$ cat src/rtl/insn_pkg.sv
////////////////////////////////////////////////////////////
// Instruction word layout: 32 data bits, 7 inverted check bits on top.
// Check bits are plain parities over masked data, no correction.
////////////////////////////////////////////////////////////
`default_nettype none

package insn_pkg;

  parameter int InsnW        = 32;
  parameter int InsnIntgChkW = 7;

  typedef logic [InsnW-1:0]              insn_t;
  typedef logic [InsnIntgChkW+InsnW-1:0] insn_intg_t;
  typedef logic [InsnIntgChkW-1:0]       insn_chk_t;
  typedef logic [6:0]                    insn_opcode_t;

  // Base RISC-V opcodes that change the flow of control
  parameter insn_opcode_t InsnOpcodeBranch = 7'b1100011;
  parameter insn_opcode_t InsnOpcodeJal    = 7'b1101111;
  parameter insn_opcode_t InsnOpcodeJalr   = 7'b1100111;

  // Check bit k is the parity of the data bits picked by mask k
  parameter logic [InsnIntgChkW-1:0][InsnW-1:0] InsnIntgMask = '{
    32'h9850_5586,
    32'h2DCC_624C,
    32'hC2C1_323B,
    32'h3123_4ED1,
    32'h413D_89AA,
    32'hDEBA_8050,
    32'h2606_BD25
  };

  // Applied to the stored check bits so an all-zero word is not a valid codeword
  parameter insn_chk_t InsnIntgInv = 7'b0101010;

endpackage

`default_nettype wire

$ cat src/rtl/ifetch_pkg.sv
////////////////////////////////////////////////////////////
// Fetch stage configuration. Memory size must be a power of two.
////////////////////////////////////////////////////////////
`default_nettype none

package ifetch_pkg;

  // Default instruction memory size in bytes
  parameter int ImemSizeByteDefault = 4096;

  // Remaining iterations of the innermost hardware loop
  typedef logic [31:0] loop_iter_t;

endpackage

`default_nettype wire

$ cat src/rtl/ifetch_intg_check.sv
////////////////////////////////////////////////////////////
// Detect-only integrity check of the held word; single error
// flag, no syndrome and no correction.
////////////////////////////////////////////////////////////
`timescale 1ns/1ns
`default_nettype none

module ifetch_intg_check (
  input  insn_pkg::insn_intg_t word_i,
  input  logic                 valid_i,
  output logic                 intg_err_o
);

  import insn_pkg::*;

  insn_t     data;
  insn_chk_t chk_stored;
  insn_chk_t chk_calc;

  assign data = word_i[InsnW-1:0];

  // Undo the inversion applied when the word was written
  assign chk_stored = word_i[InsnW+:InsnIntgChkW] ^ InsnIntgInv;

  always_comb begin
    for (int k = 0; k < InsnIntgChkW; k++) begin
      chk_calc[k] = ^(data & InsnIntgMask[k]);
    end
  end

  // Only meaningful while the response register holds a fetched word
  assign intg_err_o = valid_i & |(chk_calc ^ chk_stored);

endmodule

`default_nettype wire

$ cat src/rtl/ifetch_resp.sv
////////////////////////////////////////////////////////////
// Fetch response register. Holds until the next fetch;
// a clear only drops the valid flag.
////////////////////////////////////////////////////////////
`timescale 1ns/1ns
`default_nettype none

module ifetch_resp #(
  parameter int ImemAddrWidth = 12
) (
  input  logic                     clk_i,
  input  logic                     rst_ni,

  input  logic                     fetch_en_i,
  input  logic [ImemAddrWidth-1:0] fetch_addr_i,
  input  insn_pkg::insn_intg_t     imem_rdata_i,
  input  logic                     resp_clear_i,

  output logic                     resp_valid_o,
  output logic [ImemAddrWidth-1:0] resp_addr_o,
  output insn_pkg::insn_intg_t     resp_word_o
);

  import insn_pkg::*;

  logic                     resp_valid_q;
  logic [ImemAddrWidth-1:0] resp_addr_q;
  insn_intg_t               resp_word_q;

  always_ff @(posedge clk_i or negedge rst_ni) begin
    if (!rst_ni) begin
      resp_valid_q <= 1'b0;
      resp_word_q  <= '0;
    end else if (fetch_en_i) begin
      resp_valid_q <= 1'b1;
      resp_word_q  <= imem_rdata_i;
    end else if (resp_clear_i) begin
      resp_valid_q <= 1'b0;
    end
  end

  always_ff @(posedge clk_i) begin
    if (fetch_en_i) begin
      resp_addr_q <= fetch_addr_i;
    end
  end

  assign resp_valid_o = resp_valid_q;
  assign resp_addr_o  = resp_addr_q;
  assign resp_word_o  = resp_word_q;

endmodule

`default_nettype wire

$ cat src/rtl/ifetch_prefetch.sv
////////////////////////////////////////////////////////////
// Prefetch control. Assumes the memory answers every request
// exactly one cycle later and can never stall.
////////////////////////////////////////////////////////////
`timescale 1ns/1ns
`default_nettype none

module ifetch_prefetch #(
  parameter int ImemAddrWidth = 12
) (
  input  logic                       clk_i,
  input  logic                       rst_ni,

  input  insn_pkg::insn_intg_t       imem_rdata_i,
  input  logic                       imem_rvalid_i,
  output logic [ImemAddrWidth-1:0]   imem_addr_o,

  input  logic                       insn_fetch_req_valid_i,
  input  logic [ImemAddrWidth-1:0]   insn_fetch_req_addr_i,

  input  logic                       prefetch_en_i,
  input  logic                       prefetch_loop_active_i,
  input  ifetch_pkg::loop_iter_t     prefetch_loop_iterations_i,
  input  logic [ImemAddrWidth:0]     prefetch_loop_end_addr_i,
  input  logic [ImemAddrWidth-1:0]   prefetch_loop_jump_addr_i,
  input  logic                       prefetch_ignore_errs_i,

  output logic                       fetch_en_o,
  output logic [ImemAddrWidth-1:0]   prefetch_addr_o,
  output logic                       insn_addr_err_o
);

  import insn_pkg::*;
  import ifetch_pkg::*;

  logic [ImemAddrWidth-1:0] prefetch_addr_q;
  logic                     prefetch_upd;
  logic                     rvalid_kill_q, rvalid_kill_d;
  logic                     rvalid_final;
  logic                     addr_match;
  logic                     prefetch_miss;
  logic                     rdata_is_branch;
  insn_t                    rdata_insn;

  // A read is discarded in the cycle after a branch was seen
  assign rvalid_final = imem_rvalid_i & ~rvalid_kill_q;
  assign addr_match   = (insn_fetch_req_addr_i == prefetch_addr_q);

  // Either nothing useful was read or it was read from the wrong place
  assign prefetch_miss = insn_fetch_req_valid_i & (~rvalid_final | ~addr_match);

  assign rdata_insn      = imem_rdata_i[31:0];
  assign rdata_is_branch = rdata_insn[6:0] inside {InsnOpcodeBranch, InsnOpcodeJal,
                                                   InsnOpcodeJalr};

  always_comb begin
    imem_addr_o   = prefetch_addr_q + ImemAddrWidth'(4);
    rvalid_kill_d = 1'b0;
    prefetch_upd  = prefetch_en_i;

    if (!insn_fetch_req_valid_i) begin
      // Stalled, so keep reading the word the execute stage will want next
      imem_addr_o = prefetch_addr_q;
    end else if (prefetch_miss) begin
      imem_addr_o = insn_fetch_req_addr_i;
    end else if (rdata_is_branch) begin
      // Taken or not is unknown here, so stop prefetching and drop the next read.
      // The request still goes out, only its result is thrown away
      rvalid_kill_d = 1'b1;
      prefetch_upd  = 1'b0;
    end else if ({1'b0, prefetch_addr_q} == prefetch_loop_end_addr_i &&
                 prefetch_loop_active_i &&
                 prefetch_loop_iterations_i > loop_iter_t'(1)) begin
      imem_addr_o = prefetch_loop_jump_addr_i;
    end
  end

  always_ff @(posedge clk_i or negedge rst_ni) begin
    if (!rst_ni) begin
      prefetch_addr_q <= '0;
      rvalid_kill_q   <= 1'b0;
    end else begin
      rvalid_kill_q <= rvalid_kill_d;
      if (prefetch_upd) begin
        prefetch_addr_q <= imem_addr_o;
      end
    end
  end

  assign fetch_en_o      = insn_fetch_req_valid_i & rvalid_final & addr_match;
  assign prefetch_addr_o = prefetch_addr_q;

  // A valid read to another address than requested means the prefetcher went wrong
  assign insn_addr_err_o = insn_fetch_req_valid_i & rvalid_final & ~addr_match &
                           ~prefetch_ignore_errs_i;

endmodule

`default_nettype wire

$ cat src/rtl/ifetch_top.sv
////////////////////////////////////////////////////////////
// Instruction fetch stage. Memory has a fixed one-cycle read
// and no back-pressure; error gating is done by the caller.
////////////////////////////////////////////////////////////
`timescale 1ns/1ns
`default_nettype none

module ifetch_top #(
  parameter int  ImemSizeByte  = ifetch_pkg::ImemSizeByteDefault,
  localparam int ImemAddrWidth = $clog2(ImemSizeByte)
) (
  input  logic                     clk_i,
  input  logic                     rst_ni,

  // Instruction memory, read only
  output logic                     imem_req_o,
  output logic [ImemAddrWidth-1:0] imem_addr_o,
  input  insn_pkg::insn_intg_t     imem_rdata_i,
  input  logic                     imem_rvalid_i,

  // Requests from the execute stage
  input  logic                     insn_fetch_req_valid_i,
  input  logic [ImemAddrWidth-1:0] insn_fetch_req_addr_i,

  output logic                     insn_fetch_resp_valid_o,
  output logic [ImemAddrWidth-1:0] insn_fetch_resp_addr_o,
  output insn_pkg::insn_t          insn_fetch_resp_data_o,
  input  logic                     insn_fetch_resp_clear_i,

  output logic                     insn_fetch_err_o,
  output logic                     insn_addr_err_o,

  input  logic                     prefetch_en_i,
  input  logic                     prefetch_loop_active_i,
  input  ifetch_pkg::loop_iter_t   prefetch_loop_iterations_i,
  input  logic [ImemAddrWidth:0]   prefetch_loop_end_addr_i,
  input  logic [ImemAddrWidth-1:0] prefetch_loop_jump_addr_i,
  input  logic                     prefetch_ignore_errs_i
);

  import insn_pkg::*;

  logic                     fetch_en;
  logic [ImemAddrWidth-1:0] prefetch_addr;
  logic                     resp_valid;
  insn_intg_t               resp_word;

  ifetch_prefetch #(
    .ImemAddrWidth(ImemAddrWidth)
  ) u_prefetch (
    .clk_i                     (clk_i),
    .rst_ni                    (rst_ni),
    .imem_rdata_i              (imem_rdata_i),
    .imem_rvalid_i             (imem_rvalid_i),
    .imem_addr_o               (imem_addr_o),
    .insn_fetch_req_valid_i    (insn_fetch_req_valid_i),
    .insn_fetch_req_addr_i     (insn_fetch_req_addr_i),
    .prefetch_en_i             (prefetch_en_i),
    .prefetch_loop_active_i    (prefetch_loop_active_i),
    .prefetch_loop_iterations_i(prefetch_loop_iterations_i),
    .prefetch_loop_end_addr_i  (prefetch_loop_end_addr_i),
    .prefetch_loop_jump_addr_i (prefetch_loop_jump_addr_i),
    .prefetch_ignore_errs_i    (prefetch_ignore_errs_i),
    .fetch_en_o                (fetch_en),
    .prefetch_addr_o           (prefetch_addr),
    .insn_addr_err_o           (insn_addr_err_o)
  );

  ifetch_resp #(
    .ImemAddrWidth(ImemAddrWidth)
  ) u_resp (
    .clk_i       (clk_i),
    .rst_ni      (rst_ni),
    .fetch_en_i  (fetch_en),
    .fetch_addr_i(prefetch_addr),
    .imem_rdata_i(imem_rdata_i),
    .resp_clear_i(insn_fetch_resp_clear_i),
    .resp_valid_o(resp_valid),
    .resp_addr_o (insn_fetch_resp_addr_o),
    .resp_word_o (resp_word)
  );

  ifetch_intg_check u_intg_check (
    .word_i    (resp_word),
    .valid_i   (resp_valid),
    .intg_err_o(insn_fetch_err_o)
  );

  // The memory is read whenever the controller allows prefetching
  assign imem_req_o = prefetch_en_i;

  assign insn_fetch_resp_valid_o = resp_valid;
  // The decoder only sees the data bits
  assign insn_fetch_resp_data_o  = resp_word[InsnW-1:0];

endmodule

`default_nettype wire

$ cat config.mk
export PLATFORM = sky130hd
export DESIGN_NAME = ifetch_top
export DESIGN_NICKNAME = d
export VERILOG_FILES = /design/src/rtl/insn_pkg.sv /design/src/rtl/ifetch_pkg.sv /design/src/rtl/ifetch_intg_check.sv /design/src/rtl/ifetch_resp.sv /design/src/rtl/ifetch_prefetch.sv /design/src/rtl/ifetch_top.sv
export SDC_FILE = /design/constraint.sdc
export NUM_CORES = 1
export LEC_CHECK = 0
export BUFFER_PORTS_ARGS = -buffer_cell sky130_fd_sc_hd__buf_2
export CORE_MARGIN = 3
export CORE_UTILIZATION = 32
export DETAILED_ROUTE_END_ITERATION = 8
export GPL_ROUTABILITY_DRIVEN = 0
export MAX_ROUTING_LAYER = met4
export PLACE_DENSITY = 0.64
export SETUP_SLACK_MARGIN = 0.15
export SYNTH_ARGS = -nofsm -noshare
export SYNTH_HDL_FRONTEND = slang
export SYNTH_HIERARCHICAL = 1
export SYNTH_SLANG_ARGS = --single-unit
$ cat constraint.sdc
create_clock -name clk_i -period 2.6 [get_ports clk_i]
set_input_delay 0.52 -clock clk_i [delete_from_list [all_inputs] [get_ports clk_i]]
set_output_delay 0.52 -clock clk_i [all_outputs]
set_load 0.01 [all_outputs]
==> Word level (Yosys, flattened, before mapping) <==
Index checks and enable logic that the tools add are counted.
{ "classes": {"n_addsub": 1, "n_lt_le_gt_ge": 1, "eq_ne": 5, "mux": 12, "n_bitwise": 14, "n_reduce_logical": 12} }
{ "op_table": {"columns": ["op", "count"], "rows": [
  ["parity 32 bit", 7],
  ["2-to-1 mux 12 bit", 4],
  ["greater-than comparator 32 x 1 -> 1 bit (second input constant)", 1],
  ["== test 7 bit (second input constant)", 3],
  ["== test 12 x 13 -> 1 bit", 1],
  ["adder 12 x 3 -> 12 bit (second input constant)", 1],
  ["== test 12 bit", 1],
  ["2-to-1 mux 1 bit", 8],
  ["AND 1 bit", 7],
  ["OR reduction 7 bit", 1],
  ["bitwise XOR 7 bit", 1],
  ["NOT 1 bit", 4],
  ["NOT 3 bit", 1],
  ["nonzero test 3 bit", 1],
  ["logical AND 1 bit", 2],
  ["nonzero test 2 bit", 1],
  ["bitwise OR 1 bit", 1]
]} }
{ "word_totals": {"ff_bits": 65, "input_bits": 116, "output_inout_bits": 60, "word_cells": 50} }

==> Longest topological paths before layout <==
Gate-level depths: netlist of the first run.
{ "depth": {"ltp_word": 7, "mapped_depth": 9, "depth_no_buf": 7} }

==> Cells and area by module <==
The synthesis of the first run kept the hierarchy.
{ "modules_own_cells": {"columns": ["mod", "instances", "cells_per_inst", "area_per_inst_um2", "seq_area_each_um2"], "rows": [
  ["ifetch_resp", 1, 97, 1856.8, 1361.3],
  ["ifetch_prefetch", 1, 230, 1702.9, 325.3],
  ["ifetch_intg_check", 1, 72, 714.4, 0.0],
  ["ifetch_top", 1, 1, 7.5, 0.0]
]} }

==> Worst setup path before layout of the first run <==
No wires, ideal clock.
{ "synth_path": {"path_kind": "input to output", "startpoint": "input prefetch_loop_end_addr_i[9]", "endpoint": "output imem_addr_o[2]", "arrival_ps": 2226, "required_ps": 2080, "slack_ps": -146, "path_stages": 7, "path_buffers": 1, "path_cell_list": "xor2_2 > or4b_1 > nand4bb_1 > buf_2 > or3_1 > a32o_2 > o21a_1"} }
{ "synth_between": {"elab_chain_cells": 7} }
{ "synth_lines": {"columns": ["item", "line_no", "source"], "rows": [
  ["start: declaration", "ifetch_top.sv:36", "input logic [ImemAddrWidth:0] prefetch_loop_end_addr_i,"],
  ["== test 12 x 13 -> 1 bit", "ifetch_prefetch.sv:71", "end else if ({1'b0, prefetch_addr_q} == prefetch_loop_end_addr_i &&"],
  ["logical AND 1 bit", "ifetch_prefetch.sv:71", null],
  ["logical AND 1 bit", "ifetch_prefetch.sv:72", "prefetch_loop_active_i &&"],
  ["2-to-1 mux 12 bit", "ifetch_prefetch.sv:71", null],
  ["2-to-1 mux 12 bit", "ifetch_prefetch.sv:66", "end else if (rdata_is_branch) begin"],
  ["2-to-1 mux 12 bit", "ifetch_prefetch.sv:64", "end else if (prefetch_miss) begin"],
  ["2-to-1 mux 12 bit", "ifetch_prefetch.sv:61", "if (!insn_fetch_req_valid_i) begin"],
  ["end: declaration", "ifetch_top.sv:17", "output logic [ImemAddrWidth-1:0] imem_addr_o,"]
]} }
Every way passes these cells.

==> Worst setup path after layout of the first run <==
{ "layout_path": {"startpoint": "register u_prefetch.prefetch_addr_q[4], in the netlist u_prefetch/prefetch_addr_o[4]", "endpoint": "output imem_addr_o[11]"} }
{ "layout_between": {"elab_chain_cells": 7, "elab_cells_between_ends": 12, "classes_between": "add/sub (1); eq/ne (2); mux (4); bitwise (3); reduce/logical (2)"} }
{ "layout_lines": {"columns": ["item", "line_no", "source"], "rows": [
  ["start: declaration", "ifetch_prefetch.sv:36", "logic [ImemAddrWidth-1:0] prefetch_addr_q;"],
  ["start signal: assignment", "ifetch_prefetch.sv:85", "prefetch_addr_q <= imem_addr_o;"],
  ["parallel branches: the longest is 5 deep, another holds adder 12 x 3 -> 12 bit", null, null],
  ["2-to-1 mux 12 bit (*)", "ifetch_prefetch.sv:64", null],
  ["2-to-1 mux 12 bit (*)", "ifetch_prefetch.sv:61", null]
]} }
Mark *: on every way between the ends.

==> summary.md, run 1 <==
| Metric | Value |
|---|---|
| Status | complete, but fails checks |
| Failing checks | setup timing |
| Clock transition at path regs | 0.06 ns |
| Launch point of the critical path | u_prefetch/prefetch_addr_o[4] |
| Worst Path Arrival | 2.65 ns |
| Row cnt | 41 |
| RSZ-0062 raised after global routing | true |
| Area of the mapped netlist | 0.00428 mm^2 |
| Global-route wire length before repair | 21400 um |
| Final period util | 1.22 |
| Ratio of cells with drive above 1 in the final layout | 0.580 |
| Ports | 176 |
| Slew HR | 0.588 |
| CTS tree | built |
| CTS root buf | clkbuf_16 |
| Die W | 122 um |
| Worst r2r src | u_prefetch/prefetch_addr_o[4] |
| DP Cell Count | 773 |
| Synth area leader | dfrtp_1 |
| Seq cells post-synth | 65 |
| Avg Cell Area, Syn | 10.7 um^2 |
| Clk_skew | 0.00437 ns |
| Crit path required time | 2.08 ns |
| Fmax | 315 MHz |
| Layout Nets | 764 |
| Global route overflow | 0 |
| Drt drc | 0 |
| Crit path max fanout | 7 |
| Non-Filler Instances | 824 |
| Ant. Diodes | 0 |
| Share of the synthesized area in the top cell type | 0.310 |
| Dpl hpwl | 10700 um |
| Overall routed net length | 14100 um |
| Synth Flop Type | dfrtp_1 |
| Post-Syn Nets | 517 |
| Final Max Tran Viols | 0 |
| Crit path kind | register to output pin |
| Die area | 0.0148 mm^2 |
| Total global-route track usage | 0.197 |
| Worst VDD drop | 0.292 mV |
| Crit-path slowest cell | or4b_1 |
| Critical-path cell list | xor2_2, or4b_1, nand4bb_4, buf_6, or3_4, o211ai_1, a21oi_1, buf_2 |
| Vias per cell | 4.95 |
| Worst Tran Pin Value | 0.618 ns |
| CORE AREA | 0.0128 mm^2 |
| Largest cells by area after synthesis | dfrtp_1 31%, xnor2_1 11%, mux2_2 10% |
| Hold Crit Class | primary input to asynchronous set/reset pin |
| Largest stage delay, worst path | 0.52 ns |
| H-Tree Depth | 3 |
| Crit path time final | 3.17 ns |
| Port bufs | 174 |
| WL/cell | 17.2 um |
| CTS Buf Count | 9 |
| Clk_lat worst skew | 0.34 ns |
| Final setup margin | -0.570 ns |
| WHS | 0.192 ns |
| Setup violators final | 16 |
| Synth Warn # | 6 |
| Cell family with most CP delay | simple AND/OR/NAND/NOR gates |
| Share of flip-flops with an asynchronous set or reset | 0.815 |
| Power per cell area | 521 mW/mm^2 |
| Initial detailed-routing violation count | 174 |
| Register area share after synthesis | 0.394 |
| CTS Buffer Depth | 2 |
| Lkg Pwr | 3.19 nW |
| Post-synth EDFFs | 12 |
| Height of the die | 122 um |
| Drt first pass iters | 4 |
| DRT antenna net count | 0 |
| Vias in the first global route | 4221 |
| Largest net degree at the start of global routing | 36 |
| Clock sinks | 65 |
| Distinct cell type count after synthesis | 54 |
| Initial antenna violation count | 0 |
| Worst Setup Start Kind | register |
| Max-cap viol count | 0 |
| Area Growth Syn to Fin | 53.9% |
| Synth Instances | 400 |
| Starting Density | 0.334 |
| Critical path capture point type | output pin |
| Number of buffers and inverters on the critical path | 2 |
| Via count | 4077 |
| Final Hold Vio Count | 0 |
power breakdown:
part           switching (W)  internal, W
Clock               0.000456     0.000820
Sequential         0.0000681      0.00109
Combinational       0.000478     0.000524
Total                0.00100      0.00243
final cells by class:
cell class	count	area, um^2
timing repair buffer	259	1610
multi-input combinational	285	2640
fill	1156	6240
sequential	65	1690
tap	172	215
clock inverter	2	13.8
inverter	27	106
clock buffer	14	308
repair_timing:
action                                  CTS  global route
setup buffers                            28             7
endpoints found under the hold margin     0             0
hold buffers                              0             0
pin swaps                                29            20
gates resized for setup                  41            33
endpoints found under the setup margin   47            50
cell usage after synthesis (6+ instances only):
cell and instances:
inv_1 26, nand2_1 6, xor2_1 32, clkbuf_1 9, edfxtp_1 12, mux2_2 39
xnor2_1 54, nand3_1 6, buf_6 8, nor3_1 7, nor4_1 10, dfrtp_1 53
mux2i_1 6, a21oi_1 30, nand4_1 6, nor2_1 24
metrics by stage:
step                setup slack, ns  setup TNS, ns  cell area (um^2)  utilization  power, W
global placement             -0.346          -3.51              5640        0.440   0.00193
global route                 -0.658          -8.62              6590        0.514   0.00360
floorplan                    -0.133         -0.135              4330            -   0.00160
detailed placement           -0.389          -5.67              5640        0.440   0.00195
CTS                          -0.548          -6.33              6380        0.498   0.00337
finish                       -0.570          -6.65              6590        0.514   0.00343
final timing paths:
path                                            endpoint  slack, ns  cells past startpoint
hold / removal                    u_resp/resp_word_o[22]       0.19                      1
min in group clk_i                 u_resp/resp_word_o[9]       0.41                      2
hold reg to reg                      u_resp/resp_valid_o       0.51                      1
setup reg to reg           u_prefetch/prefetch_addr_o[1]      -0.42                     16
max in group asynchronous          u_resp/resp_word_o[9]       1.81                      2
setup / recovery                         imem_addr_o[11]      -0.57                      8
layer usage:
metal  vias to the layer above  track usage  share of wire  routed length, um
met5                         -            -              0                  0
met4                         0       0.0973          0.036                505
met3                        37       0.0525          0.080               1140
met2                       227        0.327           0.49               6920
met1                      1929        0.219           0.39               5590
li1                       1884            -              -                  -
registers in the layout, summed over array words and instances (netlist names):
name,count
u_resp/resp_addr_o,12
u_prefetch/prefetch_addr_o,12
u_resp/resp_word_o,39
u_resp/resp_valid_o,1
u_prefetch/rvalid_kill_q,1
layout by cell type (no fill, tap or decap), drive strengths merged, types with 4 or more instances in the layout:
| master | n |
|---|---|
| dfrtp | 53 |
| mux2i | 6 |
| xnor2 | 55 |
| nand3 | 7 |
| nand2 | 6 |
| nor2 | 24 |
| inv | 26 |
| clkbuf | 14 |
| edfxtp | 12 |
| a21oi | 30 |
| buf | 259 |
| nor3 | 8 |
| xnor3 | 6 |
| o32ai | 5 |
| xor2 | 35 |
| o22ai | 5 |
| mux2 | 39 |
| nand4 | 6 |
| o21ai | 7 |
| o211ai | 4 |
| o21a | 4 |
| nor4 | 13 |
logic make-up after synthesis:
logic type / synth area share
xor+xnor: 0.224
simple gates: 0.112
mux: 0.117
fa+ha+maj: 0.00292
compound gates: 0.0891
flops: 0.394
buf+inv: 0.0614
Power figures use the tool's default switching activity.
==> run 2: changes to the inputs <==
--- a/config.mk
+++ b/config.mk
@@ -6,6 +6,7 @@
 export NUM_CORES = 1
 export LEC_CHECK = 0
 export BUFFER_PORTS_ARGS = -buffer_cell sky130_fd_sc_hd__buf_2
+export CAP_MARGIN = 20
 export CORE_MARGIN = 3
 export CORE_UTILIZATION = 32
 export DETAILED_ROUTE_END_ITERATION = 8
==> constraint.sdc (replaced) <==
create_clock -name clk_i -period 2.6 [get_ports clk_i]
set_input_delay 0.26 -clock clk_i [delete_from_list [all_inputs] [get_ports clk_i]]
set_output_delay 0.26 -clock clk_i [all_outputs]
set_load 0.01 [all_outputs]
==> run 2 against run 1 <==
Against the previous run: the run still ends with setup timing left; die area unchanged; sequential cell count unchanged; clock-buffer cell count down 4; fmax up 13%; wire length down 5.4%; via count down 6.7%; clock skew up 0.0030 ns; sequential share of layout area up 2.1 points; first-iteration DRC count down 9.8%; register-to-register slack better by 0.65 ns; total power down 4.8%; largest cell class unchanged.
==> summary.md, run 2 (same netlist as run 1, synthesis figures left out) <==
| Metric | Value |
|---|---|
| CORE AREA | 0.0128 mm^2 |
| Area Growth Syn to Fin | 43.1% |
| Pwr Total | 0.00327 W |
| Total global-route track usage | 0.189 |
| Failing checks | setup timing |
| Height of the die | 122 um |
| Hold Crit Class | primary input to register |
| Worst Path Arrival | 2.55 ns |
| Initial detailed-routing violation count | 157 |
| Crit path time final | 2.81 ns |
| Clock sinks | 65 |
| Crit path kind | register to output pin |
| Non-Filler Instances | 781 |
| WL/cell | 17.1 um |
| Global route overflow | 0 |
| CTS Buf Count | 9 |
| Worst Setup Start Kind | register |
| Ports | 176 |
| Clk_lat worst skew | 0.34 ns |
| Number of buffers and inverters on the critical path | 2 |
| RSZ-0062 raised after global routing | true |
| Crit path required time | 2.34 ns |
| Clock transition at path regs | 0.06 ns |
| Place WS | 0.110 ns |
| Drt drc | 0 |
| H-Tree Depth | 3 |
| Die W | 122 um |
| Final setup margin | -0.207 ns |
| Largest net degree at the start of global routing | 27 |
| Dpl hpwl | 10100 um |
| Power per cell area | 533 mW/mm^2 |
| Lkg Pwr | 2.95 nW |
| Critical path capture point type | output pin |
| Layout Nets | 721 |
| CTS tree | built |
| Slew HR | 0.575 |
| Global-route wire length before repair | 20800 um |
| DP Cell Count | 745 |
| Most frequent cells in the layout | 174 x buf_2, 43 x dfrtp_1, 42 x xnor2_1 |
| Worst VDD drop | 0.291 mV |
| Critical-path cell list | xor2_2, or4b_1, nand4bb_4, buf_4, or3_1, o211ai_1, a21oi_1, buf_2 |
| CTS root buf | clkbuf_16 |
| Worst Tran Pin Value | 0.637 ns |
| CTS Buffer Depth | 2 |
| Commonest non-fill, non-tap cell in the layout | buf_2 |
| Port bufs | 174 |
| Vias per cell | 4.87 |
| Cell family with most CP delay | simple AND/OR/NAND/NOR gates |
| Vias in the first global route | 3915 |
| Overall routed net length | 13400 um |
| Fmax | 356 MHz |
| Ratio of cells with drive above 1 in the final layout | 0.540 |
| WHS | 0.153 ns |
| Post-place instance area | 0.00538 mm^2 |
| Final Hold Vio Count | 0 |
| Design Area, Final | 0.00613 mm^2 |
| Drt first pass iters | 4 |
| Clk_skew | 0.00734 ns |
| Fill count | 1230 |
| Starting Density | 0.334 |
| DRT antenna net count | 0 |
| Crit path max fanout | 4 |
| Largest stage delay, worst path | 0.52 ns |
| Row cnt | 41 |
| Crit-path slowest cell | or4b_1 |
| Final period util | 1.08 |
| Max-cap viol count | 0 |
| Ant. Diodes | 0 |
| Die area | 0.0148 mm^2 |
| Final Max Tran Viols | 0 |
| Max FFs per register | 39 |
| Via count | 3803 |
| Setup violators final | 12 |
| Status | complete, but fails checks |
| Initial antenna violation count | 0 |
==> run 2: cell types whose count changed in the layout (fill, tap and decap cells not counted), sizes merged <==
cell         change
dlygate4sd3      +1
clkbuf           -4
buf             -44
inv              +3
bufinv           +2
clkinv           -1
==> run 2: final timing paths <==
check / cells past startpoint / end / slack (ns) / from
worst max-delay path: 8 / imem_addr_o[4] / -0.21 / u_prefetch/prefetch_addr_o[9]
worst min-delay path: 2 / u_resp/resp_word_o[26] / 0.15 / imem_rdata_i[26]
worst max register to register: 8 / u_prefetch/prefetch_addr_o[8] / 0.23 / u_prefetch/prefetch_addr_o[4]
worst min register to register: 1 / u_resp/resp_word_o[32] / 0.53 / u_resp/resp_word_o[32]
max in group asynchronous: 3 / u_resp/resp_word_o[24] / 1.32 / rst_ni
min in group asynchronous: 2 / u_resp/resp_word_o[6] / 0.51 / rst_ni
==> run 2: layout make-up <==
cell class / instances / area (um^2) / share of cell area
Multi-Input combinational cell: 285 / 2580 / 0.421
Sequential cell: 65 / 1700 / 0.277
Timing Repair Buffer: 216 / 1210 / 0.198
Clock buffer: 10 / 229 / 0.0374
Tap cell: 172 / 215 / 0.0351
Inverter: 27 / 104 / 0.0169
Clock inverter: 6 / 90.1 / 0.0147
==> run 2: routing by layer <==
layer,GRT usage,vias to the layer above,part of all wire
li1,-,1791,-
met1,0.219,1764,0.39
met2,0.315,221,0.49
met5,-,-,0
met4,0.0651,0,0.023
met3,0.0548,27,0.093
==> run 2: report_power, final <==
group,switching [W],internal [W]
Sequential,0.0000757,0.00109
Clock,0.000463,0.000843
Combinational,0.000402,0.000397
==> run 2: what timing repair did <==
action	CTS	global route
hold buffers	1	0
buffers inserted	17	2
pin swaps	22	4
setup endpoints to repair	15	45
resized for setup	40	12
endpoints found under the hold margin	22	0
==> run 2: metrics by stage <==
| step | setup TNS [ns] | util |
|---|---|---|
| after floorplan | 0 | - |
| after global placement | 0 | 0.420 |
| after detailed placement | 0 | 0.420 |
| after CTS | -1.13 | 0.472 |
| after global routing | -2.63 | 0.478 |
| final | -1.05 | 0.478 |
